--- src/rtl/mbox_pkg.sv ---
package mbox_pkg;

    // both clients and every target move one word per transfer
    localparam int MBOX_DATA_W = 32;
    localparam int MBOX_ADDR_W = 16;

    // lock-checked memory window, reachable by whichever client owns the lock
    localparam logic [MBOX_ADDR_W-1:0] MBOX_MEM_START_ADDR = 16'h0000;
    localparam logic [MBOX_ADDR_W-1:0] MBOX_MEM_END_ADDR   = 16'h0FFF;

    // register window, 32 words of which only the first six are decoded
    localparam logic [MBOX_ADDR_W-1:0] MBOX_REG_MEM_START_ADDR = 16'h1000;
    localparam logic [MBOX_ADDR_W-1:0] MBOX_REG_MEM_END_ADDR   = 16'h101F;

    // direct window onto the same array, uc only and never lock-checked
    localparam logic [MBOX_ADDR_W-1:0] MBOX_DIR_START_ADDR = 16'h2000;
    localparam logic [MBOX_ADDR_W-1:0] MBOX_DIR_END_ADDR   = 16'h2FFF;

    // word offsets of the registers, relative to the start of the register window
    localparam logic [MBOX_ADDR_W-1:0] MBOX_LOCK_OFS    = 16'd0;
    localparam logic [MBOX_ADDR_W-1:0] MBOX_USER_OFS    = 16'd1;
    localparam logic [MBOX_ADDR_W-1:0] MBOX_CMD_OFS     = 16'd2;
    localparam logic [MBOX_ADDR_W-1:0] MBOX_DLEN_OFS    = 16'd3;
    localparam logic [MBOX_ADDR_W-1:0] MBOX_EXECUTE_OFS = 16'd4;
    localparam logic [MBOX_ADDR_W-1:0] MBOX_STATUS_OFS  = 16'd5;

    // request as issued by a client and forwarded to the memory controller
    // soc_req is 1 when the request came in on the soc port
    typedef struct packed {
        logic [MBOX_ADDR_W-1:0] addr;
        logic                   write;
        logic [MBOX_DATA_W-1:0] wdata;
        logic                   soc_req;
    } mbox_req_t;

    // request as seen by the register block, same fields as the client request
    typedef struct packed {
        logic [MBOX_ADDR_W-1:0] addr;
        logic                   write;
        logic [MBOX_DATA_W-1:0] wdata;
        logic                   soc_req;
    } mbox_reg_req_t;

endpackage
--- src/rtl/mbox_regs.sv ---
`timescale 1ns/1ps

module mbox_regs (
    input  logic                                clk,
    input  logic                                rst_b,
    input  logic                                req_dv,
    input  mbox_pkg::mbox_reg_req_t             req_data,
    output logic                                req_hold,
    output logic [mbox_pkg::MBOX_DATA_W-1:0]    rdata,
    output logic                                error,
    output logic                                mbox_locked,
    output logic                                lock_owner_soc
);

    localparam int W = mbox_pkg::MBOX_DATA_W;

    logic         lock_q;
    logic         execute_q;
    logic [W-1:0] user_q;
    logic [W-1:0] cmd_q;
    logic [W-1:0] dlen_q;
    logic [W-1:0] status_q;

    logic [mbox_pkg::MBOX_ADDR_W-1:0] ofs;
    logic [W-1:0]                     rd_value;
    logic                             is_owner;
    logic                             bad_access;
    logic                             take_lock;
    logic                             cmd_wr;
    logic                             dlen_wr;
    logic                             exec_wr;
    logic                             status_wr;

    assign ofs = req_data.addr - mbox_pkg::MBOX_REG_MEM_START_ADDR;

    // the user register records which client took the lock, bit 0 set for the soc
    assign is_owner = lock_q & (user_q[0] == req_data.soc_req);

    always_comb begin
        rd_value   = '0;
        bad_access = 1'b0;
        take_lock  = 1'b0;
        cmd_wr     = 1'b0;
        dlen_wr    = 1'b0;
        exec_wr    = 1'b0;
        status_wr  = 1'b0;
        if (req_dv) begin
            case (ofs)
                mbox_pkg::MBOX_LOCK_OFS: begin
                    // reading a free lock returns 0 and takes it in the same access
                    bad_access = req_data.write;
                    rd_value   = {{(W-1){1'b0}}, lock_q};
                    take_lock  = ~req_data.write & ~lock_q;
                end
                mbox_pkg::MBOX_USER_OFS: begin
                    bad_access = req_data.write;
                    rd_value   = user_q;
                end
                mbox_pkg::MBOX_CMD_OFS: begin
                    cmd_wr     = req_data.write & is_owner;
                    bad_access = req_data.write & ~is_owner;
                    rd_value   = cmd_q;
                end
                mbox_pkg::MBOX_DLEN_OFS: begin
                    dlen_wr    = req_data.write & is_owner;
                    bad_access = req_data.write & ~is_owner;
                    rd_value   = dlen_q;
                end
                mbox_pkg::MBOX_EXECUTE_OFS: begin
                    exec_wr    = req_data.write & is_owner;
                    bad_access = req_data.write & ~is_owner;
                    rd_value   = {{(W-1){1'b0}}, execute_q};
                end
                mbox_pkg::MBOX_STATUS_OFS: begin
                    // status is the receiver's answer, so only the other side writes it
                    status_wr  = req_data.write & ~is_owner & execute_q;
                    bad_access = req_data.write & ~(~is_owner & execute_q);
                    rd_value   = status_q;
                end
                default: begin
                    bad_access = 1'b1;
                end
            endcase
        end
    end

    always_ff @(posedge clk or negedge rst_b) begin
        if (!rst_b) begin
            lock_q    <= 1'b0;
            execute_q <= 1'b0;
            user_q    <= '0;
            cmd_q     <= '0;
            dlen_q    <= '0;
            status_q  <= '0;
        end else begin
            if (take_lock) begin
                lock_q <= 1'b1;
                user_q <= {{(W-1){1'b0}}, req_data.soc_req};
            end
            if (cmd_wr) begin
                cmd_q <= req_data.wdata;
            end
            if (dlen_wr) begin
                dlen_q <= req_data.wdata;
            end
            if (exec_wr) begin
                execute_q <= req_data.wdata[0];
                // clearing execute ends the exchange and frees the mailbox
                if (!req_data.wdata[0]) begin
                    lock_q   <= 1'b0;
                    status_q <= '0;
                end
            end else if (status_wr) begin
                status_q <= req_data.wdata;
            end
        end
    end

    // every register access finishes in its first cycle
    assign req_hold = 1'b0;
    assign error    = bad_access;
    assign rdata    = bad_access ? '0 : rd_value;

    assign mbox_locked    = lock_q;
    assign lock_owner_soc = user_q[0];

endmodule

--- config.mk ---
export PLATFORM = sky130hd
export DESIGN_NAME = mbox_regs
export DESIGN_NICKNAME = d
export VERILOG_FILES = /design/src/rtl/mbox_pkg.sv /design/src/rtl/mbox_regs.sv
export SDC_FILE = /design/constraint.sdc
export NUM_CORES = 1
export LEC_CHECK = 0
export BUFFER_PORTS_ARGS = -buffer_cell sky130_fd_sc_hd__buf_2
export CORE_MARGIN = 3
export CORE_UTILIZATION = 56
export CTS_CLUSTER_DIAMETER = 60
export DETAILED_ROUTE_END_ITERATION = 10
export PLACE_DENSITY = 0.78
export SLEW_MARGIN = 25
export SYNTH_ARGS = -nofsm -noshare
export SYNTH_HDL_FRONTEND = slang
export SYNTH_SLANG_ARGS = --single-unit
--- constraint.sdc ---
create_clock -name clk -period 2.7 [get_ports clk]
set_input_delay 0.54 -clock clk [delete_from_list [all_inputs] [get_ports clk]]
set_output_delay 0.54 -clock clk [all_outputs]
set_load 0.02 [all_outputs]
==> impl_metrics.tcl, run 1 <==
set metrics [dict create \
    fp-row-count 33 \
    p_per_area_mw_per_mm2 437 \
    postLayoutCellArea_sq_mm 0.00600 \
    synth.net_count 459 \
    placed_cells 591 \
    vias 3620 \
    pre_cts_ws_ns 0.137 \
    seq_area_sq_mm 0.00248 \
    wl_mm 11.5 \
    r2r_slack_ns 0.53 \
    insertion_delay_ns 0.36 \
    die_y_um 98.5 \
    ios 89 \
    tightest_slew_ns 0.674 \
    finalCriticalPeriod_ns 2.66 \
    num_antenna_cells 0 \
    synth_compound_area_frac 0.102 \
    grt_pass1_wl_mm 18.0 \
    crit_arrival_ns 2.12 \
    final_cells 611 \
    synthArstFlopShare 1.00 \
    viasPerCell 5.92 \
    die_x_um 98.5 \
    synth_edf_count 0 \
    yosysSeqAreaShare 0.518 \
    wl_per_cell_um 18.8 \
    nFillCells 563 \
    syn_area_per_cell_sq_um 11.8 \
    drv_cap 0 \
    hold_buffers 0 \
    routabilityCongestion 0.853 \
    synth_mux_area_frac 0.222 \
    drive_gt1_frac 0.395 \
    post-route-period-util 0.984 \
    dp_hpwl_mm 7.41 \
    final_nets 554 \
    synth_xor_area_frac 0.00183 \
    grt-ovfl-total 0 \
    clkTransAtPathRegs_ns 0.09 \
    ctsHtreeMaxLevel 3 \
    clk_path_buf_depth 2 \
    ys.flop_type "dfrtp_1" \
    cts-root-buf "clkbuf_8" \
    rsz0062_at_grt "yes" \
    critPathLaunch "user_q[0]" \
    startpoint_type "flop" \
    rr_worst_depth 7 \
    fin_worst_hold_slack_ns 0.187 \
    grt_max_degree 48 \
    cp_max_fo 8 \
    yosysUniqueCellTypes 40 \
    setup_viol 0 \
    area_growth_pct 25.4 \
    post_dp_cell_area_sq_mm 0.00545 \
    dr.pass1.iters 6 \
    dieArea_sq_mm 0.00969 \
    required_ns 2.16 \
    crit_slowest_cell "dfrtp_1" \
    status "finished, final reports clean" \
    cts_tree "built" \
    hold_viol_final 0 \
    core_area_sq_mm 0.00826 \
    max_clock_freq_mhz 376 \
    final_core_utilization 0.727 \
    ant_nets 0 \
    crit_top_cell "buf_6" \
    yosys.area_share.simple 0.120 \
    syn_inst 406 \
    grt_pass1_vias 3706 \
    ys_warn_count 0 \
    reg2reg_to "cmd_q[15]" \
    initial_core_util 0.580 \
    slew_viol_final 0 \
    ir_drop_uv 254 \
    max_stage_delay_ns 0.44 \
    cts_sinks 99 \
    setup_slack_ns 0.0430 \
    synth_top_family_by_area "multiplexers" \
    worstSetupPathType "flop to output pin" \
    antenna_found_initial 0 \
    hold_path_class "primary input to asynchronous set/reset pin" \
    clock_skew_ns 0.00815 \
    slew_headroom 0.551 \
    endpoint_kind "output pin" \
    numCtsBuffers 9 \
    drt_iter0_drc 189 \
    reg2reg_from "user_q[0]" \
    drc_errors 0 \
    synthAdderAreaFrac 0 \
    multi_input_area_sq_mm 0.00229 \
    synth-seq-cells 99 \
    crit_chain "xnor2_2 -> and2_4 -> o211ai_1 -> nand4_1 -> buf_6 -> buf_8 -> nor2_2 -> buf_6" \
    io_buffer_count 87 \
    grt_use_total 0.230 \
    p_leak_nw 2.90 \
    netlist_area_sq_mm 0.00479 \
]
==> flip-flops by register name (all words and copies together), names as in the netlist <==
name	cells
cmd_q	32
dlen_q	32
status_q	32
execute_q	1
mbox_locked	1
user_q	1
==> cell usage in the layout, fill, tap and decap left out, types with 12 or more instances in the layout <==
master   instances
dfrtp_1         99
nor2_4          13
mux2_2          33
a21oi_1         32
buf_6           20
buf_2           55
nor2_1          42
mux2i_1         32
nor2_2          12
buf_4           31
a22o_1          31
mux2_1          33
==> metrics by stage <==
step / setup TNS (ns) / power (mW)
5_1_grt: -0.161 / 2.72
3_3_place_gp: 0 / 1.66
6_report: 0 / 2.62
3_5_place_dp: 0 / 1.66
2_1_floorplan: 0 / 1.56
4_1_cts: 0 / 2.65
==> timing repair <==
action                     in CTS  in global routing
setup endpoints to repair       0                 32
resized for setup               0                100
setup buffers                   0                  2
hold endpoints to repair        0                  0
==> metal layers <==
metal | global-route usage | routed length, um
met2 | 0.393 | 5940
met1 | 0.292 | 4840
met5 | 0 | 0
met3 | 0.0524 | 555
met4 | 0.0725 | 131
==> area by class of cell <==
class	count	share of cell area
clock buffer	10	0.0229
tap	105	0.0219
sequential	99	0.413
multi-input combinational	276	0.382
clock inverter	6	0.0119
inverter	1	0.000625
timing repair buffer	114	0.148
==> cell usage after synthesis, types with 4 or more instances <==
master / n / area (sq um)
buf_4: 4 / 30.0
buf_2: 12 / 60.1
clkbuf_1: 8 / 30.0
mux2i_1: 32 / 320
a22o_1: 31 / 272
nand3_1: 6 / 30.0
nand2_1: 4 / 15.0
mux2_1: 33 / 372
a21oi_1: 33 / 165
nor2_1: 67 / 251
dfrtp_1: 99 / 2480
mux2_2: 33 / 372
==> kinds of logic after synthesis <==
kind of cell | Yosys count
muxes | 98
DFF | 99
xor gates and xnor gates | 1
buffers and inverters | 31
other | 1
and+or+nand+nor | 105
AOI/OAI and AO/OA | 71
==> power breakdown <==
part	switching (mW)	internal (mW)	leakage, nW	total [mW]
clock	0.528	0.464	0.105	0.992
combinational	0.0933	0.0562	1.41	0.149
sequential	0.0000161	1.48	1.38	1.48
==> worst max path at each step <==
stage	depth (start not counted)	slack, ns	endpoint
after detailed placement	7	0.14	rdata[0]
after global placement	8	0.19	rdata[14]
after floorplan	7	0.14	rdata[11]
after CTS	6	0.04	rdata[0]
after global routing	8	-0.03	rdata[3]
final	8	0.04	rdata[22]
==> worst max-delay path: cells and delay by family, from the launching register on <==
family,cells,cell delay (ns)
buf+inv,3,0.47
simple gates,3,0.44
flops,1,0.44
compound gates,1,0.22
xor+xnor,1,0.18
Note: power is estimated with default switching activity, not from simulation.
==> run 2: changes to the inputs <==
==> constraint.sdc (replaced) <==
create_clock -name clk -period 2.7 [get_ports clk]
set_input_delay 0.135 -clock clk [delete_from_list [all_inputs] [get_ports clk]]
set_output_delay 0.135 -clock clk [all_outputs]
set_load 0.02 [all_outputs]
==> impl_metrics.tcl, run 2 (synthesized netlist as in run 1, its figures left out) <==
set metrics [dict create \
    setup_slack_ns 0.361 \
    initial_core_util 0.580 \
    status "finished, final reports clean" \
    startpoint_type "flop" \
    switchingPower_mw 0.627 \
    cts_sinks 99 \
    endpoint_kind "output pin" \
    hold_path_class "primary input to flop" \
    final_cells 598 \
    routabilityCongestion 0.806 \
    grt_use_total 0.225 \
    min_to "cmd_q[15]" \
    cts-root-buf "clkbuf_8" \
    grt-ovfl-total 0 \
    dr.pass1.iters 4 \
    vias 3504 \
    max_clock_freq_mhz 428 \
    layout_common_cells "dfrtp_1, buf_2, nor2_1, mux2_2, mux2_1" \
    grt_pass1_wl_mm 17.6 \
    largestRegisters "cmd_q x32, dlen_q x32, status_q x32" \
    r2r_slack_ns 0.51 \
    clkTransAtPathRegs_ns 0.10 \
    grt_max_degree 58 \
    setup_viol 0 \
    ctsHtreeMaxLevel 3 \
    fp-row-count 33 \
    wl_per_cell_um 17.6 \
    post-route-period-util 0.866 \
    cp_max_fo 20 \
    cts_setup_buffers 0 \
    final_core_utilization 0.671 \
    numCtsBuffers 9 \
    p_leak_nw 2.77 \
    p_per_area_mw_per_mm2 469 \
    cts_tree "built" \
    cp.buffers_inverters 2 \
    die_x_um 98.5 \
    final_nets 541 \
    slew_viol_final 0 \
    reg2reg_to "cmd_q[22]" \
    ir_drop_uv 336 \
    grt_pass1_vias 3518 \
    rr_worst_depth 6 \
    wl_mm 10.5 \
    drt_iter0_drc 193 \
    ios 89 \
    cts_resized 0 \
    final_common_cell "dfrtp_1" \
    clock_skew_ns 0.0116 \
    p_int_mw 1.97 \
    critPathLaunch "user_q[0]" \
    dp_hpwl_mm 6.92 \
    placed_cells 581 \
    drive_gt1_frac 0.318 \
    seqPwrFrac 0.570 \
    crit_arrival_ns 2.20 \
    critical-path-top-delay-family "simple AND/OR/NAND/NOR gates" \
    area_growth_pct 15.7 \
    p_clk_frac 0.375 \
    core_area_sq_mm 0.00826 \
    pre_cts_ws_ns 0.508 \
    dieArea_sq_mm 0.00969 \
    crit_chain "xnor2_1 -> and2_1 -> o211ai_1 -> nand4_1 -> buf_4 -> nor2_1 -> buf_2" \
    insertion_delay_ns 0.37 \
    rsz0062_at_grt "no" \
    antenna_found_initial 0 \
    required_ns 2.57 \
    drc_errors 0 \
    tightest_slew_ns 0.986 \
    ant_nets 0 \
    power_frac_comb 0.055 \
    reg2reg_from "user_q[0]" \
    finalPower_mw 2.60 \
    hold_start "req_data[16]" \
    worstSetupPathType "flop to output pin" \
    clk_path_buf_depth 2 \
    worstHoldPathCells 2 \
    slew_headroom 0.341 \
    hold_viol_final 0 \
    die_y_um 98.5 \
    max_stage_delay_ns 0.42 \
    sw_frac_of_total 0.241 \
    setup_tns_ns 0 \
    num_antenna_cells 0 \
    io_buffer_count 87 \
    crit_slowest_cell "dfrtp_1" \
    viasPerCell 5.86 \
    finalCriticalPeriod_ns 2.34 \
    drv_cap 0 \
]
[run 2: layer usage]
| layer | routed length, um | track usage | vias up | part of all wire |
|---|---|---|---|---|
| li1 | - | - | 1622 | - |
| met1 | 4670 | 0.311 | 1765 | 0.44 |
| met2 | 5060 | 0.361 | 107 | 0.48 |
| met4 | 114 | 0.0630 | 0 | 0.011 |
| met3 | 660 | 0.0517 | 10 | 0.063 |
| met5 | 0 | 0 | - | 0 |
[run 2: power groups by stage]
stage	Combinational, mW	Sequential, mW	Clock (mW)
floorplan	0.0448	1.51	0
global placement	0.139	1.51	0
CTS	0.145	1.48	0.994
finish	0.142	1.48	0.975
detailed placement	0.143	1.51	0
global route	0.157	1.48	1.05
[run 2: final cells by class]
| class | count | area, sq um |
|---|---|---|
| multi-input combinational | 276 | 2160 |
| sequential | 99 | 2480 |
| inverter | 1 | 3.75 |
| clock inverter | 6 | 72.6 |
| clock buffer | 10 | 128 |
| tap | 105 | 131 |
| fill | 608 | 2720 |
| timing repair buffer | 101 | 571 |
[run 2: worst max path at each step]
stage	endpoint	slack, ns	depth (start not counted)
floorplan	rdata[0]	0.61	5
global placement	cmd_q[1]	0.60	6
detailed placement	cmd_q[22]	0.51	6
CTS	rdata[12]	0.38	7
global route	rdata[12]	0.21	7
finish	rdata[12]	0.36	7
[run 2: repair_timing]
action	in CTS	in global routing
hold endpoints to repair	42	0
endpoints found under the setup margin	0	0
hold buffers	1	0
[run 2: stage by stage]
step,hold slack [ns],area [sq um]
after floorplan,-0.161,4790
after global placement,0.158,5330
after detailed placement,0.163,5330
after CTS,0.000170,5540
after global routing,0.00315,5540
final,0.0108,5540
==> run 3: changes to the inputs <==
--- a/config.mk
+++ b/config.mk
@@ -7,10 +7,10 @@
 export LEC_CHECK = 0
 export BUFFER_PORTS_ARGS = -buffer_cell sky130_fd_sc_hd__buf_2
 export CORE_MARGIN = 3
-export CORE_UTILIZATION = 56
+export CORE_UTILIZATION = 60
 export CTS_CLUSTER_DIAMETER = 60
 export DETAILED_ROUTE_END_ITERATION = 10
-export PLACE_DENSITY = 0.78
+export PLACE_DENSITY = 0.83
 export SLEW_MARGIN = 25
 export SYNTH_ARGS = -nofsm -noshare
 export SYNTH_HDL_FRONTEND = slang
==> constraint.sdc (replaced) <==
create_clock -name clk -period 3 [get_ports clk]
set_input_delay 0.15 -clock clk [delete_from_list [all_inputs] [get_ports clk]]
set_output_delay 0.15 -clock clk [all_outputs]
set_load 0.02 [all_outputs]
==> impl_metrics.tcl, run 3 (synthesized netlist as in run 1, its figures left out) <==
set metrics [dict create \
    status "finished, final reports clean" \
    grt_pass1_wl_mm 17.2 \
    hold_buffers 1 \
    cts_resized 0 \
    ios 89 \
    worstSetupPathType "flop to output pin" \
    slew_viol_final 0 \
    cts_sinks 99 \
    initial_core_util 0.639 \
    cts-root-buf "clkbuf_8" \
    crit_slowest_cell "dfrtp_1" \
    hold_path_class "primary input to flop" \
    die_x_um 95.3 \
    dp_hpwl_mm 6.97 \
    hold_viol_final 0 \
    largestRegisters "cmd_q x32, dlen_q x32, status_q x32" \
    cts_tree "built" \
    crit_arrival_ns 2.23 \
    p_leak_nw 2.77 \
    ctsHtreeMaxLevel 3 \
    max_clock_freq_mhz 420 \
    final_common_cell "dfrtp_1" \
    setup_tns_ns 0 \
    grt_pass1_vias 3372 \
    fp-row-count 31 \
    layout_common_cells "dfrtp_1, buf_2, nor2_1, mux2_2, mux2_1" \
    final_nets 540 \
    wl_mm 10.3 \
    drv_cap 0 \
    placed_cells 574 \
    dieArea_sq_mm 0.00909 \
    numCtsBuffers 9 \
    max_stage_delay_ns 0.42 \
    drive_gt1_frac 0.317 \
    post-route-period-util 0.794 \
    tightest_slew_ns 0.901 \
    num_antenna_cells 0 \
    grt_use_total 0.247 \
    clock_skew_ns 0.0165 \
    dr.pass1.iters 6 \
    p_per_area_mw_per_mm2 407 \
    wl_per_cell_um 17.4 \
    drt_iter0_drc 177 \
    viasPerCell 5.86 \
    final_cells 591 \
    drc_errors 0 \
    crit_chain "xnor2_1 -> and2_1 -> o211ai_1 -> nand4_1 -> buf_4 -> nor2_1 -> buf_2" \
    clkTransAtPathRegs_ns 0.10 \
    setup_viol 0 \
    finalCriticalPeriod_ns 2.38 \
    io_buffer_count 87 \
    core_area_sq_mm 0.00749 \
    antenna_found_initial 0 \
    insertion_delay_ns 0.36 \
    cts_setup_buffers 0 \
    grt-ovfl-total 0 \
    endpoint_kind "output pin" \
    area_growth_pct 14.8 \
    final_core_utilization 0.734 \
    grt_max_degree 89 \
    ant_nets 0 \
    rsz0062_at_grt "no" \
    cp_max_fo 15 \
    vias 3463 \
    ir_drop_uv 334 \
    startpoint_type "flop" \
    routabilityCongestion 0.859 \
    required_ns 2.85 \
    slew_headroom 0.398 \
    die_y_um 95.3 \
    clk_path_buf_depth 2 \
]
[run 3: cell types whose count changed in the layout (fill, tap and decap cells not counted)]
cell,before,now
clkinvlp_4,3,0
clkinv_2,0,2
clkinv_4,0,2
buf_12,2,1
buf_4,12,11
buf_6,0,1
bufinv_16,1,0
clkbuf_8,9,10
inv_8,1,0
[run 3: worst paths after layout]
kind / slack, ns / cells past startpoint / start / endpoint
max in group asynchronous: 1.91 / 3 / rst_b / cmd_q[20]
setup reg to reg: 0.63 / 6 / user_q[0] / cmd_q[18]
setup / recovery: 0.62 / 7 / user_q[0] / rdata[31]
min in group asynchronous: 0.39 / 2 / rst_b / execute_q
hold / removal: 0.03 / 2 / req_data[5] / cmd_q[4]
hold reg to reg: 0.49 / 1 / cmd_q[12] / cmd_q[12]
[run 3: worst max-delay path, delay by kind of cell, from the launching register on]
kind / cells / cell delay (ns)
AO/OA/AOI/OAI: 1 / 0.23
buffers and inverters: 2 / 0.45
AND/OR/NAND/NOR: 3 / 0.62
flip-flops: 1 / 0.42
XOR/XNOR: 1 / 0.16
[run 3: routing by layer]
layer	routed length [um]	vias up	GRT usage	share of wire
met5	0	-	0	0
met4	90	0	0.0613	0.0088
met1	4610	1731	0.349	0.45
li1	-	1617	-	-
met2	4940	102	0.391	0.48
met3	613	13	0.0521	0.060
[run 3: per-stage QoR]
step                worst slack, ns  hold WS (ns)  area (sq um)  total power, mW
global placement              0.703         0.399          5300             1.48
global route                  0.475        0.0131          5490             2.33
detailed placement            0.622         0.264          5310             1.49
finish                        0.617        0.0303          5490             2.24
floorplan                     0.891        -0.146          4790             1.40
CTS                           0.603        0.0179          5490             2.26
[run 3: area by class of cell]
cell class / instances / area (sq um)
sequential: 99 / 2480
multi-input combinational: 276 / 2160
inverter: 1 / 3.75
timing repair buffer: 100 / 554
fill: 539 / 1990
tap: 99 / 124
clock inverter: 5 / 36.3
clock buffer: 11 / 141
[run 3: power by group]
group	switching [mW]	total, mW	internal [mW]
logic	0.0810	0.126	0.0453
clock network	0.449	0.777	0.328
registers	0.0000107	1.33	1.33
total	0.530	2.24	1.71
