### config.mk
export PLATFORM = sky130hd
export DESIGN_NAME = mbox_arb
export DESIGN_NICKNAME = d
export VERILOG_FILES = /design/src/rtl/mbox_pkg.sv /design/src/rtl/mbox_arb.sv
export SDC_FILE = /design/constraint.sdc
export NUM_CORES = 1
export LEC_CHECK = 0
export BUFFER_PORTS_ARGS = -buffer_cell sky130_fd_sc_hd__buf_4
export CAP_MARGIN = 5
export CELL_PAD_IN_SITES_DETAIL_PLACEMENT = 1
export CELL_PAD_IN_SITES_GLOBAL_PLACEMENT = 1
export CORE_AREA = 4 4 129 131
export CTS_BUF_LIST = sky130_fd_sc_hd__clkbuf_16
export CTS_CLUSTER_SIZE = 10
export DETAILED_ROUTE_END_ITERATION = 8
export DIE_AREA = 0 0 133 135
export PLACE_DENSITY_LB_ADDON = 0.15
export SKIP_LAST_GASP = 1
export SLEW_MARGIN = 20
export SYNTH_ARGS = -nofsm -noshare
export SYNTH_HDL_FRONTEND = slang
export SYNTH_SLANG_ARGS = --single-unit
### constraint.sdc
create_clock -name clk -period 3.5 [get_ports clk]
set_input_delay 0.35 -clock clk [delete_from_list [all_inputs] [get_ports clk]]
set_output_delay 0.35 -clock clk [all_outputs]
set_load 0.05 [all_outputs]
### src/rtl/mbox_pkg.sv
package mbox_pkg;

    // both clients and every target move one word per transfer
    localparam int MBOX_DATA_W = 32;
    localparam int MBOX_ADDR_W = 16;

    // lock-checked memory window, reachable by whichever client owns the lock
    localparam logic [MBOX_ADDR_W-1:0] MBOX_MEM_START_ADDR = 16'h0000;
    localparam logic [MBOX_ADDR_W-1:0] MBOX_MEM_END_ADDR   = 16'h0FFF;

    // register window, 32 words of which only the first six are decoded
    localparam logic [MBOX_ADDR_W-1:0] MBOX_REG_MEM_START_ADDR = 16'h1000;
    localparam logic [MBOX_ADDR_W-1:0] MBOX_REG_MEM_END_ADDR   = 16'h101F;

    // direct window onto the same array, uc only and never lock-checked
    localparam logic [MBOX_ADDR_W-1:0] MBOX_DIR_START_ADDR = 16'h2000;
    localparam logic [MBOX_ADDR_W-1:0] MBOX_DIR_END_ADDR   = 16'h2FFF;

    // word offsets of the registers, relative to the start of the register window
    localparam logic [MBOX_ADDR_W-1:0] MBOX_LOCK_OFS    = 16'd0;
    localparam logic [MBOX_ADDR_W-1:0] MBOX_USER_OFS    = 16'd1;
    localparam logic [MBOX_ADDR_W-1:0] MBOX_CMD_OFS     = 16'd2;
    localparam logic [MBOX_ADDR_W-1:0] MBOX_DLEN_OFS    = 16'd3;
    localparam logic [MBOX_ADDR_W-1:0] MBOX_EXECUTE_OFS = 16'd4;
    localparam logic [MBOX_ADDR_W-1:0] MBOX_STATUS_OFS  = 16'd5;

    // request as issued by a client and forwarded to the memory controller
    // soc_req is 1 when the request came in on the soc port
    typedef struct packed {
        logic [MBOX_ADDR_W-1:0] addr;
        logic                   write;
        logic [MBOX_DATA_W-1:0] wdata;
        logic                   soc_req;
    } mbox_req_t;

    // request as seen by the register block, same fields as the client request
    typedef struct packed {
        logic [MBOX_ADDR_W-1:0] addr;
        logic                   write;
        logic [MBOX_DATA_W-1:0] wdata;
        logic                   soc_req;
    } mbox_reg_req_t;

endpackage
### src/rtl/mbox_arb.sv
`timescale 1ns/1ps

module mbox_arb (
    input  logic                                clk,
    input  logic                                rst_b,
    // uc client
    input  logic                                uc_req_dv,
    input  mbox_pkg::mbox_req_t                 uc_req_data,
    output logic                                uc_req_hold,
    output logic [mbox_pkg::MBOX_DATA_W-1:0]    uc_rdata,
    output logic                                uc_error,
    // soc client
    input  logic                                soc_req_dv,
    input  mbox_pkg::mbox_req_t                 soc_req_data,
    output logic                                soc_req_hold,
    output logic [mbox_pkg::MBOX_DATA_W-1:0]    soc_rdata,
    output logic                                soc_error,
    // memory controller target
    output logic                                mbox_req_dv,
    output logic                                mbox_dir_req_dv,
    input  logic                                mbox_req_hold,
    output mbox_pkg::mbox_req_t                 mbox_req_data,
    input  logic [mbox_pkg::MBOX_DATA_W-1:0]    mbox_rdata,
    input  logic                                mbox_error,
    // register block target
    output logic                                mbox_reg_req_dv,
    input  logic                                mbox_reg_req_hold,
    output mbox_pkg::mbox_reg_req_t             mbox_reg_req_data,
    input  logic [mbox_pkg::MBOX_DATA_W-1:0]    mbox_reg_rdata,
    input  logic                                mbox_reg_error
);

    localparam int W = mbox_pkg::MBOX_DATA_W;

    // window decode per client, already qualified with the client's dv
    logic uc_mem_req;
    logic uc_dir_req;
    logic uc_any_mem;
    logic uc_reg_req;
    logic soc_mem_req;
    logic soc_reg_req;

    logic mem_collision;
    logic reg_collision;
    logic soc_has_priority;
    logic toggle_priority;

    // a target that held last cycle stays with the same client until it completes
    logic mem_held_q;
    logic mem_held_soc_q;
    logic reg_held_q;
    logic reg_held_soc_q;
    logic mem_soc_sel;
    logic reg_soc_sel;

    // the client that is forwarded to each target this cycle
    logic uc_mem_win;
    logic soc_mem_win;
    logic uc_reg_win;
    logic soc_reg_win;

    always_comb begin
        uc_mem_req  = uc_req_dv & (uc_req_data.addr inside
                      {[mbox_pkg::MBOX_MEM_START_ADDR:mbox_pkg::MBOX_MEM_END_ADDR]});
        uc_dir_req  = uc_req_dv & (uc_req_data.addr inside
                      {[mbox_pkg::MBOX_DIR_START_ADDR:mbox_pkg::MBOX_DIR_END_ADDR]});
        uc_reg_req  = uc_req_dv & (uc_req_data.addr inside
                      {[mbox_pkg::MBOX_REG_MEM_START_ADDR:mbox_pkg::MBOX_REG_MEM_END_ADDR]});
        // the soc never decodes the direct window, so it falls through to an error
        soc_mem_req = soc_req_dv & (soc_req_data.addr inside
                      {[mbox_pkg::MBOX_MEM_START_ADDR:mbox_pkg::MBOX_MEM_END_ADDR]});
        soc_reg_req = soc_req_dv & (soc_req_data.addr inside
                      {[mbox_pkg::MBOX_REG_MEM_START_ADDR:mbox_pkg::MBOX_REG_MEM_END_ADDR]});
    end

    // both memory windows land on the same controller, so they collide together
    assign uc_any_mem    = uc_mem_req | uc_dir_req;
    assign mem_collision = uc_any_mem & soc_mem_req;
    assign reg_collision = uc_reg_req & soc_reg_req;

    // a held transfer keeps its grant, otherwise the least recently granted client wins
    assign mem_soc_sel = mem_held_q ? mem_held_soc_q : soc_has_priority;
    assign reg_soc_sel = reg_held_q ? reg_held_soc_q : soc_has_priority;

    assign uc_mem_win  = uc_any_mem  & ~(mem_collision & mem_soc_sel);
    assign soc_mem_win = soc_mem_req & ~(mem_collision & ~mem_soc_sel);
    assign uc_reg_win  = uc_reg_req  & ~(reg_collision & reg_soc_sel);
    assign soc_reg_win = soc_reg_req & ~(reg_collision & ~reg_soc_sel);

    // priority moves on only once the colliding transfer actually completes
    assign toggle_priority = (mem_collision & ~mbox_req_hold) |
                             (reg_collision & ~mbox_reg_req_hold);

    always_ff @(posedge clk or negedge rst_b) begin
        if (!rst_b) begin
            soc_has_priority <= 1'b0;
            mem_held_q       <= 1'b0;
            mem_held_soc_q   <= 1'b0;
            reg_held_q       <= 1'b0;
            reg_held_soc_q   <= 1'b0;
        end else begin
            if (toggle_priority) begin
                soc_has_priority <= ~soc_has_priority;
            end
            mem_held_q     <= (mbox_req_dv | mbox_dir_req_dv) & mbox_req_hold;
            mem_held_soc_q <= soc_mem_win;
            reg_held_q     <= mbox_reg_req_dv & mbox_reg_req_hold;
            reg_held_soc_q <= soc_reg_win;
        end
    end

    // only the granted client drives the target strobes and the request
    assign mbox_req_dv     = (uc_mem_win & uc_mem_req) | soc_mem_win;
    assign mbox_dir_req_dv = uc_mem_win & uc_dir_req;
    assign mbox_req_data   = soc_mem_win ? soc_req_data : uc_req_data;
    assign mbox_reg_req_dv = uc_reg_win | soc_reg_win;

    always_comb begin
        mbox_reg_req_data.addr    = soc_reg_win ? soc_req_data.addr    : uc_req_data.addr;
        mbox_reg_req_data.write   = soc_reg_win ? soc_req_data.write   : uc_req_data.write;
        mbox_reg_req_data.wdata   = soc_reg_win ? soc_req_data.wdata   : uc_req_data.wdata;
        mbox_reg_req_data.soc_req = soc_reg_win ? soc_req_data.soc_req : uc_req_data.soc_req;
    end

    // return paths are AND/OR muxes, the grants of one client never overlap
    assign uc_rdata  = ({W{uc_mem_win}} & mbox_rdata) | ({W{uc_reg_win}} & mbox_reg_rdata);
    assign soc_rdata = ({W{soc_mem_win}} & mbox_rdata) | ({W{soc_reg_win}} & mbox_reg_rdata);

    // a losing client is held, a winning one sees the target's own hold
    assign uc_req_hold  = (uc_any_mem & ~uc_mem_win) | (uc_reg_req & ~uc_reg_win) |
                          (uc_mem_win & mbox_req_hold) | (uc_reg_win & mbox_reg_req_hold);
    assign soc_req_hold = (soc_mem_req & ~soc_mem_win) | (soc_reg_req & ~soc_reg_win) |
                          (soc_mem_win & mbox_req_hold) | (soc_reg_win & mbox_reg_req_hold);

    // unmapped addresses complete at once with an error and no target access
    assign uc_error  = (uc_mem_win & mbox_error) | (uc_reg_win & mbox_reg_error) |
                       (uc_req_dv & ~(uc_any_mem | uc_reg_req));
    assign soc_error = (soc_mem_win & mbox_error) | (soc_reg_win & mbox_reg_error) |
                       (soc_req_dv & ~(soc_mem_req | soc_reg_req));

endmodule

==> flow_summary.toml, run 1 <==
[power_and_ir_drop]
vdd_ir_drop_max_uv = 160
power.share.clock_pct = 19.6
power_density_mw_per_mm2 = 183
fraction_of_power_spent_switching_nets_pct = 48.4
power_leakage_nw = 2.53
power.share.sequential_pct = 6.4
total_switching_power_mw = 0.453
comb_power_share_pct = 73.9
internal_power_mw = 0.482
p_total_mw = 0.934

[cts]
clock_tree.buffer_depth = 2
cts.reportedPaths.clkPinSlew_ps = 30
numCtsBuffers = 3
cts_tree = "done"
cts.repair.resized = 0
post-cts-setup-buffers = 0
clock_tree.root_cell = "clkbuf_16"
worst_skew_pair.late_latency_ps = 230
htree_num_levels = 1
clock-sinks = 5

[sta]
fin_ws_ps = 626
unrepaired_setup_endpoints_after_global_routing = "no"
max_slew_violation_total_from_the_final_report = 0
final_min_period_over_clock_period_pct = 82.1
final_setup_violation_count = 0
totalNegativeSetupSlack_ps = 0
finalWorstPathRequiredPeriod_ps = 2870
hold-worst-slack_ps = 382
max_freq_mhz = 348
relSlewSlack_pct = 53.4
hold_viol = 0
tightestPinTransition_ps = 692
finClkSkew_ps = 0.553

[worst_setup_path]
timing.critical_path.to_type = "output pin"
cp_max_fo = 36
critical_path.top_delay_family = "simple AND/OR/NAND/NOR gates"
timing.critical_path.slowest_stage_cell = "nor4_1"
setup.worst_path.class = "input pin to output pin"
arrival_ps = 2520
slowest_delay_ps = 620
most_frequent_cp_cell = "buf_4"
critical_path.cell_chain = "buf_4 -> nor4_1 -> nand3_1 -> a21oi_4 -> buf_4 -> a22o_1 -> buf_4"
critical_path.startpoint_type = "input pin"
critPathBufInv = 3
required_ps = 3150

[yosys]
ys_async_sr_fraction_pct = 100
yosys_register_bits = 5
synth.top_cells.by_area = "mux2_1 27%, a22o_1 25%, mux2_2 13%, dfrtp_1 5.5%, buf_6 4.9%"
dominantRegCellSynth = "dfrtp_1"
yosysTopAreaCell = "mux2_1"
synth_enable_flop_cells = 0
synth.lib_cells_used.distinct = 41
netlist_instances = 238
synthMostInstantiatedCell = "a22o_1"
most_used_standard_cells_in_the_synthesized_netlist = "64 x a22o_1, 54 x mux2_1, 26 x mux2_2, 14 x nor2b_1, 12 x buf_2"
post-synth-top-area-fraction_pct = 26.6
synth.net_count = 410
synthesis.yosys.warnings = 0
seq_area_frac_synth_pct = 5.48
postSynthAreaPerCell_sq_um = 9.60
synth.cell_area_sq_mm = 0.00228

[floorplan]
initial_utilization_pct = 14.6
boundaryPins = 343
core-area_sq_mm = 0.0156
rows = 46
die_h_um = 135
die_area_sq_mm = 0.0180
die_x_um = 133

[route]
drt_iter0_markers = 131
wl_met3_um = 1070
post_drt_via_cell_ratio = 4.40
top_signal_layer_used = "met4"
route.antenna.remaining_nets = 0
detailroute.via_count = 3445
met2WireLength_um = 8960
routed_wire_length_per_instance_um = 20.5
drt-pass1-iter-count = 4
postRouteWirelength_um = 16000
routedLengthMet1_um = 5790
drt_drc_violations_left = 0

[final_layout]
final_util_pct = 32.8
antenna-diode-count = 0
final-instance-count-excl-fill = 783
share_of_post_route_cells_with_drive_strength_above_1_pct = 69.3
area_growth_pct = 124
design.final.nets = 740
design_area_sq_mm = 0.00511

[placement]
place_worst_setup_slack_ps = 690
dp_cells = 778
dp_hpwl_um = 13800
gpl.final_weighted_congestion = 0.839
place_area_sq_mm = 0.00502
buffer_ports.inserted = 342

[global_routing]
antenna_found_initial = 0
globalRouteTotalUtil_pct = 16.1
grt_overflow_total = 0
grt_start_max_net_pins = 49
first_global_vias = 3782
grt_first_pass_wirelength_um = 22600

[min_path]
min-delay-path-class = "input pin to flip-flop"

[status]
outcome = "finished clean"

[run]
maxCapViolations = 0
[power by group through the flow]
stage / Clock [mW] / Combinational [mW] / Sequential, mW
4_1_cts: 0.185 / 0.698 / 0.0602
6_report: 0.183 / 0.691 / 0.0601
3_5_place_dp: 0 / 0.696 / 0.0608
3_3_place_gp: 0 / 0.689 / 0.0607
5_1_grt: 0.194 / 0.723 / 0.0603
2_1_floorplan: 0 / 0.370 / 0.0606
[repair_timing]
item / in CTS / in global routing
hold endpoints to repair: 5 / 0
setup endpoints to repair: 0 / 0
hold buffers: 1 / 0
[registers in the layout (all words and copies together), names as in the netlist]
register / flops
reg_held_q: 1
reg_held_soc_q: 1
mem_held_q: 1
mem_held_soc_q: 1
soc_has_priority: 1
[logic make-up (layout without fill, tap and decap cells)]
kind of cell	after synthesis	after routing	share of synthesized area [%]
buffers and inverters	25	354	8.21
AOI/OAI and AO/OA	79	79	29.3
muxes	88	88	44.2
and+or+nand+nor	40	40	12.4
DFF	5	5	5.48
xor gates and xnor gates	1	1	0.383
[final timing paths]
kind | startpoint | end | slack [ps] | depth (start not counted)
setup / recovery | soc_req_data[44] | soc_rdata[1] | 630 | 7
hold / removal | mbox_req_hold | mem_held_q | 380 | 2
max in group asynchronous | rst_b | reg_held_soc_q | 2920 | 2
setup reg to reg | mem_held_q | mem_held_soc_q | 2000 | 3
min in group asynchronous | rst_b | reg_held_q | 470 | 2
hold reg to reg | soc_has_priority | soc_has_priority | 530 | 1
[per-layer routing]
layer  vias up  track usage (%)
li1       1615                -
met1      1683             17.2
met2       131             31.7
met3        16             4.55
met4         0             2.25
met5         -                0
[placed cells by master (no fill, tap or decap), types with 2 or more instances in the layout]
cell type	count
mux2_1	54
nor4b_2	2
clkbuf_16	3
and3_1	2
nor2_1	3
dfrtp_1	5
buf_4	346
a22o_1	64
nor3b_1	3
mux2_2	26
o21ai_0	3
mux2i_1	2
mux2_4	6
nor2b_1	14
a21oi_1	3
buf_12	2
inv_1	2
nand2_1	3
[area by class of cell]
cell class / count / area [sq um]
clock buffer: 3 / 75.1
clock inverter: 1 / 3.75
fill: 1822 / 10500
inverter: 1 / 3.75
multi-input combinational: 208 / 1990
sequential: 5 / 125
tap: 216 / 270
timing repair buffer: 349 / 2650
[worst register-to-register path, delay by kind of cell, from the launching register on]
| family | cells | cell delay (ps) |
|---|---|---|
| AOI/OAI and AO/OA | 1 | 340 |
| DFF | 1 | 370 |
| muxes | 1 | 210 |
| buffers and inverters | 1 | 420 |
Power figures use the tool's default switching activity.
==> run 2, diff against run 1 <==
- ABC_AREA: default -> 1
- CORE_AREA: 4 4 129 131 -> default
- CORE_MARGIN: default -> 4
- CORE_UTILIZATION: default -> 15
- DIE_AREA: 0 0 133 135 -> default
- clock period: 3.5 -> 2.44 ns (I/O delays scaled with it)
==> flow_summary.toml, run 2 <==
[floorplan]
die_area_sq_mm = 0.0185
core-area_sq_mm = 0.0160
rows = 46
die_h_um = 136
initial_utilization_pct = 15.4
die_x_um = 136
boundaryPins = 343

[route]
drt_iter0_markers = 109
post_drt_via_cell_ratio = 4.32
drt_drc_violations_left = 0
routed_wire_length_per_instance_um = 16.1
drt-pass1-iter-count = 4
detailroute.via_count = 4711
route.antenna.remaining_nets = 0
postRouteWirelength_um = 17600

[yosys]
netlist_instances = 554
postSynthAreaPerCell_sq_um = 4.45
dominantRegCellSynth = "dfrtp_1"
seq_area_frac_synth_pct = 5.08
yosys_register_bits = 5
synth_enable_flop_cells = 0
synth.top_cells.by_area = "nand2_1 43%, o21ai_0 17%, inv_1 11%, nand3_1 8.9%, dfrtp_1 5.1%"
synth.lib_cells_used.distinct = 22
synthesis.yosys.warnings = 0
synth.cell_area_sq_mm = 0.00246
post-synth-top-area-fraction_pct = 43.4
ys_async_sr_fraction_pct = 100
synth.net_count = 726
synthMostInstantiatedCell = "nand2_1"
yosysTopAreaCell = "nand2_1"
most_used_standard_cells_in_the_synthesized_netlist = "285 x nand2_1, 84 x o21ai_0, 71 x inv_1, 44 x nand3_1, 19 x buf_2"

[min_path]
worstHoldEndpoint = "mem_held_q"
worst_hold_path.num_cells = 3
min-delay-path-class = "input pin to flip-flop"
holdCritStartpoint = "mbox_req_hold"

[worst_setup_path]
worst_r2r_path_depth = 6
critical_path.startpoint_type = "input pin"
cp_max_fo = 88
r2r_end = "reg_held_soc_q"
launch_instance_of_the_worst_register_to_register_path = "soc_has_priority"
arrival_ps = 2050
setup.worst_path.class = "input pin to output pin"
timing.critical_path.to_type = "output pin"
required_ps = 2200
ff2ff_setup_slack_ps = 850

[sta]
final_min_period_over_clock_period_pct = 94.1
max_freq_mhz = 436
fin_ws_ps = 144
finClkSkew_ps = 2.71
final_setup_violation_count = 0
unrepaired_setup_endpoints_after_global_routing = "yes"
finalWorstPathRequiredPeriod_ps = 2300
tightestPinTransition_ps = 481
hold_viol = 0
hold-worst-slack_ps = 280
relSlewSlack_pct = 67.9
max_slew_violation_total_from_the_final_report = 0

[final_layout]
fillers = 2222
share_of_post_route_cells_with_drive_strength_above_1_pct = 41.5
design_area_sq_mm = 0.00535
final_util_pct = 33.5
area_growth_pct = 117
layout.cells.most_common_list = "346 x buf_4, 285 x nand2_1, 81 x o21ai_0"
antenna-diode-count = 0
design.final.nets = 1048
most_frequent_standard_cell_in_the_layout_excluding_fill_and_tap_cells = "buf_4"

[status]
outcome = "finished clean"

[global_routing]
grt_start_max_net_pins = 89
globalRouteTotalUtil_pct = 17.3
grt_first_pass_wirelength_um = 26100
grt_overflow_total = 0
antenna_found_initial = 0
first_global_vias = 4941

[power_and_ir_drop]
p_total_mw = 1.36
power_density_mw_per_mm2 = 253
vdd_ir_drop_max_uv = 243
power_leakage_nw = 3.41

[cts]
cts_tree = "done"
htree_num_levels = 1
clock_tree.buffer_depth = 2
post-cts-setup-buffers = 0
cts.reportedPaths.clkPinSlew_ps = 30
numCtsBuffers = 3
worst_skew_pair.late_latency_ps = 220
clock-sinks = 5
clock_tree.root_cell = "clkbuf_16"

[placement]
buffer_ports.inserted = 342
gpl.final_weighted_congestion = 0.810
place_area_sq_mm = 0.00526
place_worst_setup_slack_ps = 132
dp_hpwl_um = 14900

[run]
maxCapViolations = 0
## run 2: how the worst max path moves through the flow
stage                           startpoint               endpoint  slack (ps)  cells after the start
final                     soc_req_data[45]   mbox_reg_req_data[9]         140                     10
after global routing      soc_req_data[45]           soc_rdata[0]         -40                     10
after CTS                 soc_has_priority          soc_rdata[17]         0.8                      9
after detailed placement  soc_req_data[45]   mbox_reg_req_data[5]         130                     10
after global placement    soc_req_data[45]  mbox_reg_req_data[11]         150                     10
after floorplan           soc_has_priority  mbox_reg_req_data[23]          70                      7
## run 2: through the flow
step | cells | TNS, ps
finish | 1091 | 0
detailed placement | 1086 | 0
global route | 1091 | -132
CTS | 1091 | 0
global placement | 1086 | 0
floorplan | 554 | 0
## run 2: area by class of cell
type | count | area, sq um | area share (%)
repair buffers | 352 | 2710 | 50.6
multi-input cells | 440 | 1890 | 35.4
inverters | 74 | 279 | 5.21
well taps | 216 | 270 | 5.05
flip-flops and latches | 5 | 125 | 2.34
clock buffers | 3 | 75.1 | 1.40
clock inverters | 1 | 3.75 | 0.0701
## run 2: logic make-up after synthesis
| logic type | synth area share (%) |
|---|---|
| buffers and inverters | 18.7 |
| AO/OA/AOI/OAI | 18.2 |
| AND/OR/NAND/NOR | 58.0 |
| flip-flops | 5.08 |
## run 2: critical path: stages
cell     delay (ps)
buf_4           110
nor2_1          150
nand3_1         210
nor2_8          240
nand3_4         120
nand2_4         100
buf_12          270
nand2_1         110
o21ai_0         150
buf_4           260
## run 2: where the power goes
part / internal (mW) / total (mW) / switching, mW / leakage, nW
clock: 0.212 / 0.262 / 0.0497 / 0.0423
sequential: 0.0849 / 0.0859 / 0.00101 / 0.0646
combinational: 0.372 / 1.01 / 0.637 / 3.30
total: 0.669 / 1.36 / 0.688 / 3.41
## run 2: what timing repair did
item / CTS / global route
setup endpoints to repair: 1 / 35
gates cloned: 0 / 0
endpoints found under the hold margin: 5 / 0
hold buffers: 1 / 0
resized for setup: 1 / 4
## run 2: per-layer routing
layer | global-route usage, % | part of all wire [%] | vias up
li1 | - | - | 2340
met1 | 18.5 | 37 | 2169
met2 | 34.3 | 53 | 190
met3 | 4.66 | 8.9 | 12
met4 | 2.41 | 1.2 | 0
met5 | 0 | 0 | -
==> run 3, diff against run 2 <==
- CORE_UTILIZATION: 15 -> 16
- clock period: 2.44 -> 2.4 ns (I/O delays scaled with it)
==> flow_summary.toml, run 3 (same netlist as run 2, synthesis figures left out) <==
[route]
drt-pass1-iter-count = 4
drt_iter0_markers = 135
postRouteWirelength_um = 17400
route.antenna.remaining_nets = 0
drt_drc_violations_left = 0
post_drt_via_cell_ratio = 4.45
routed_wire_length_per_instance_um = 16.4
detailroute.via_count = 4733

[cts]
worst_skew_pair.late_latency_ps = 230
clock_tree.buffer_depth = 2
htree_num_levels = 1
cts.reportedPaths.clkPinSlew_ps = 30
clock-sinks = 5
cts_tree = "done"
clock_tree.root_cell = "clkbuf_16"
numCtsBuffers = 3

[sta]
final_setup_violation_count = 0
finalWorstPathRequiredPeriod_ps = 2250
max_freq_mhz = 445
totalNegativeSetupSlack_ps = 0
finClkSkew_ps = 0.428
max_slew_violation_total_from_the_final_report = 0
tightestPinTransition_ps = 361
final_min_period_over_clock_period_pct = 93.6
relSlewSlack_pct = 76.0
hold_viol = 0
unrepaired_setup_endpoints_after_global_routing = "no"

[worst_setup_path]
cp_max_fo = 69
setup.worst_path.class = "flip-flop to output pin"
arrival_ps = 2010
r2r_end = "mem_held_soc_q"
launch_instance_of_the_worst_register_to_register_path = "soc_has_priority"
critical_path.startpoint_type = "flip-flop"
required_ps = 2160
critical_path.startpoint = "soc_has_priority"
critical_path.cell_chain = "inv_1 -> o21ai_1 -> inv_1 -> nand3_4 -> nand2_4 -> buf_12 -> o21ai_0 -> buf_4"
timing.critical_path.slowest_stage_cell = "dfrtp_1"
slowest_delay_ps = 360
critical_path_cell_count = 8
worst_r2r_path_depth = 5
most_frequent_cp_cell = "inv_1"
critical_path.top_delay_family = "buffers and inverters"
ff2ff_setup_slack_ps = 940
timing.critical_path.to_type = "output pin"
setup.worst_path.end = "mbox_reg_req_data[23]"
critPathBufInv = 4

[final_layout]
area_growth_pct = 116
design.final.nets = 1048
layout.cells.most_common_list = "345 x buf_4, 285 x nand2_1, 84 x o21ai_0"
share_of_post_route_cells_with_drive_strength_above_1_pct = 41.4
multi_input_comb_area_sq_mm = 0.00189
most_frequent_standard_cell_in_the_layout_excluding_fill_and_tap_cells = "buf_4"
fillers = 2099
sequential_cell_area_sq_um = 125
design_area_sq_mm = 0.00533
antenna-diode-count = 0

[global_routing]
grt_overflow_total = 0
globalRouteTotalUtil_pct = 18.7
grt_first_pass_wirelength_um = 27000
antenna_found_initial = 0
first_global_vias = 5047
grt_start_max_net_pins = 70

[power_and_ir_drop]
comb_power_share_pct = 74.3
internal_power_mw = 0.681
total_switching_power_mw = 0.701
fraction_of_power_spent_switching_nets_pct = 50.7
power.share.clock_pct = 19.3
power.share.sequential_pct = 6.3
power_density_mw_per_mm2 = 259
power_leakage_nw = 3.41
vdd_ir_drop_max_uv = 175

[floorplan]
rows = 45
initial_utilization_pct = 16.3
die_x_um = 132
die_area_sq_mm = 0.0174
boundaryPins = 343
core-area_sq_mm = 0.0151
die_h_um = 132

[placement]
dp_hpwl_um = 14800
buffer_ports.inserted = 342
place_area_sq_mm = 0.00524
gpl.final_weighted_congestion = 0.819

[min_path]
min-delay-path-class = "input pin to flip-flop"

[run]
maxCapViolations = 0

[status]
outcome = "finished clean"
[run 3: per-stage QoR]
step           setup slack [ps]  hold slack (ps)  instances  util [%]  total power [mW]
2_1_floorplan              32.6            -55.6        554         -             0.635
3_3_place_gp                271             46.0       1058      34.6              1.11
3_5_place_dp                250             47.8       1058      34.6              1.12
4_1_cts                    13.2              266       1063      35.2              1.40
5_1_grt                    11.9              281       1063      35.2              1.45
6_report                    154              263       1063      35.2              1.38
[run 3: worst min path at each step]
| stage | start | endpoint | slack [ps] | cells past startpoint |
|---|---|---|---|---|
| 4_1_cts | mbox_req_hold | mem_held_q | 270 | 3 |
| 3_5_place_dp | rst_b | reg_held_q | 50 | 1 |
| 6_report | mbox_req_hold | mem_held_q | 260 | 3 |
| 3_3_place_gp | rst_b | reg_held_q | 50 | 1 |
| 5_1_grt | mbox_req_hold | mem_held_q | 280 | 3 |
| 2_1_floorplan | rst_b | mem_held_q | -60 | 0 |
[run 3: cell type report]
type / instances / share of cell area (%)
clock buffers: 3 / 1.41
clock inverters: 1 / 0.0704
inverters: 74 / 5.26
multi-input cells: 440 / 35.5
flip-flops and latches: 5 / 2.35
well taps: 188 / 4.41
repair buffers: 352 / 51.0
[run 3: repair_timing]
item	4_1_cts	5_1_grt
setup buffers	0	0
endpoints found under the setup margin	0	32
hold buffers	1	0
resized for setup	0	2
hold endpoints to repair	5	0
[run 3: layer usage]
metal / wire (um) / vias to the layer above / GRT usage [%]
met5: 0 / - / 0
met4: 367 / 0 / 3.68
met3: 1270 / 20 / 4.58
met2: 9410 / 188 / 37.1
met1: 6370 / 2185 / 19.9
li1: - / 2340 / -
[run 3: worst register-to-register path: cells and delay by family (launching register included)]
family                 cells  cell delay [ps]
AOI/OAI and AO/OA          2              480
buffers and inverters      3              450
DFF                        1              390
[run 3: power groups by stage]
stage | sequential, mW | clock (mW) | combinational (mW)
floorplan | 0.0880 | 0 | 0.547
finish | 0.0873 | 0.267 | 1.03
global placement | 0.0882 | 0 | 1.02
detailed placement | 0.0883 | 0 | 1.03
global route | 0.0875 | 0.277 | 1.09
CTS | 0.0874 | 0.271 | 1.04
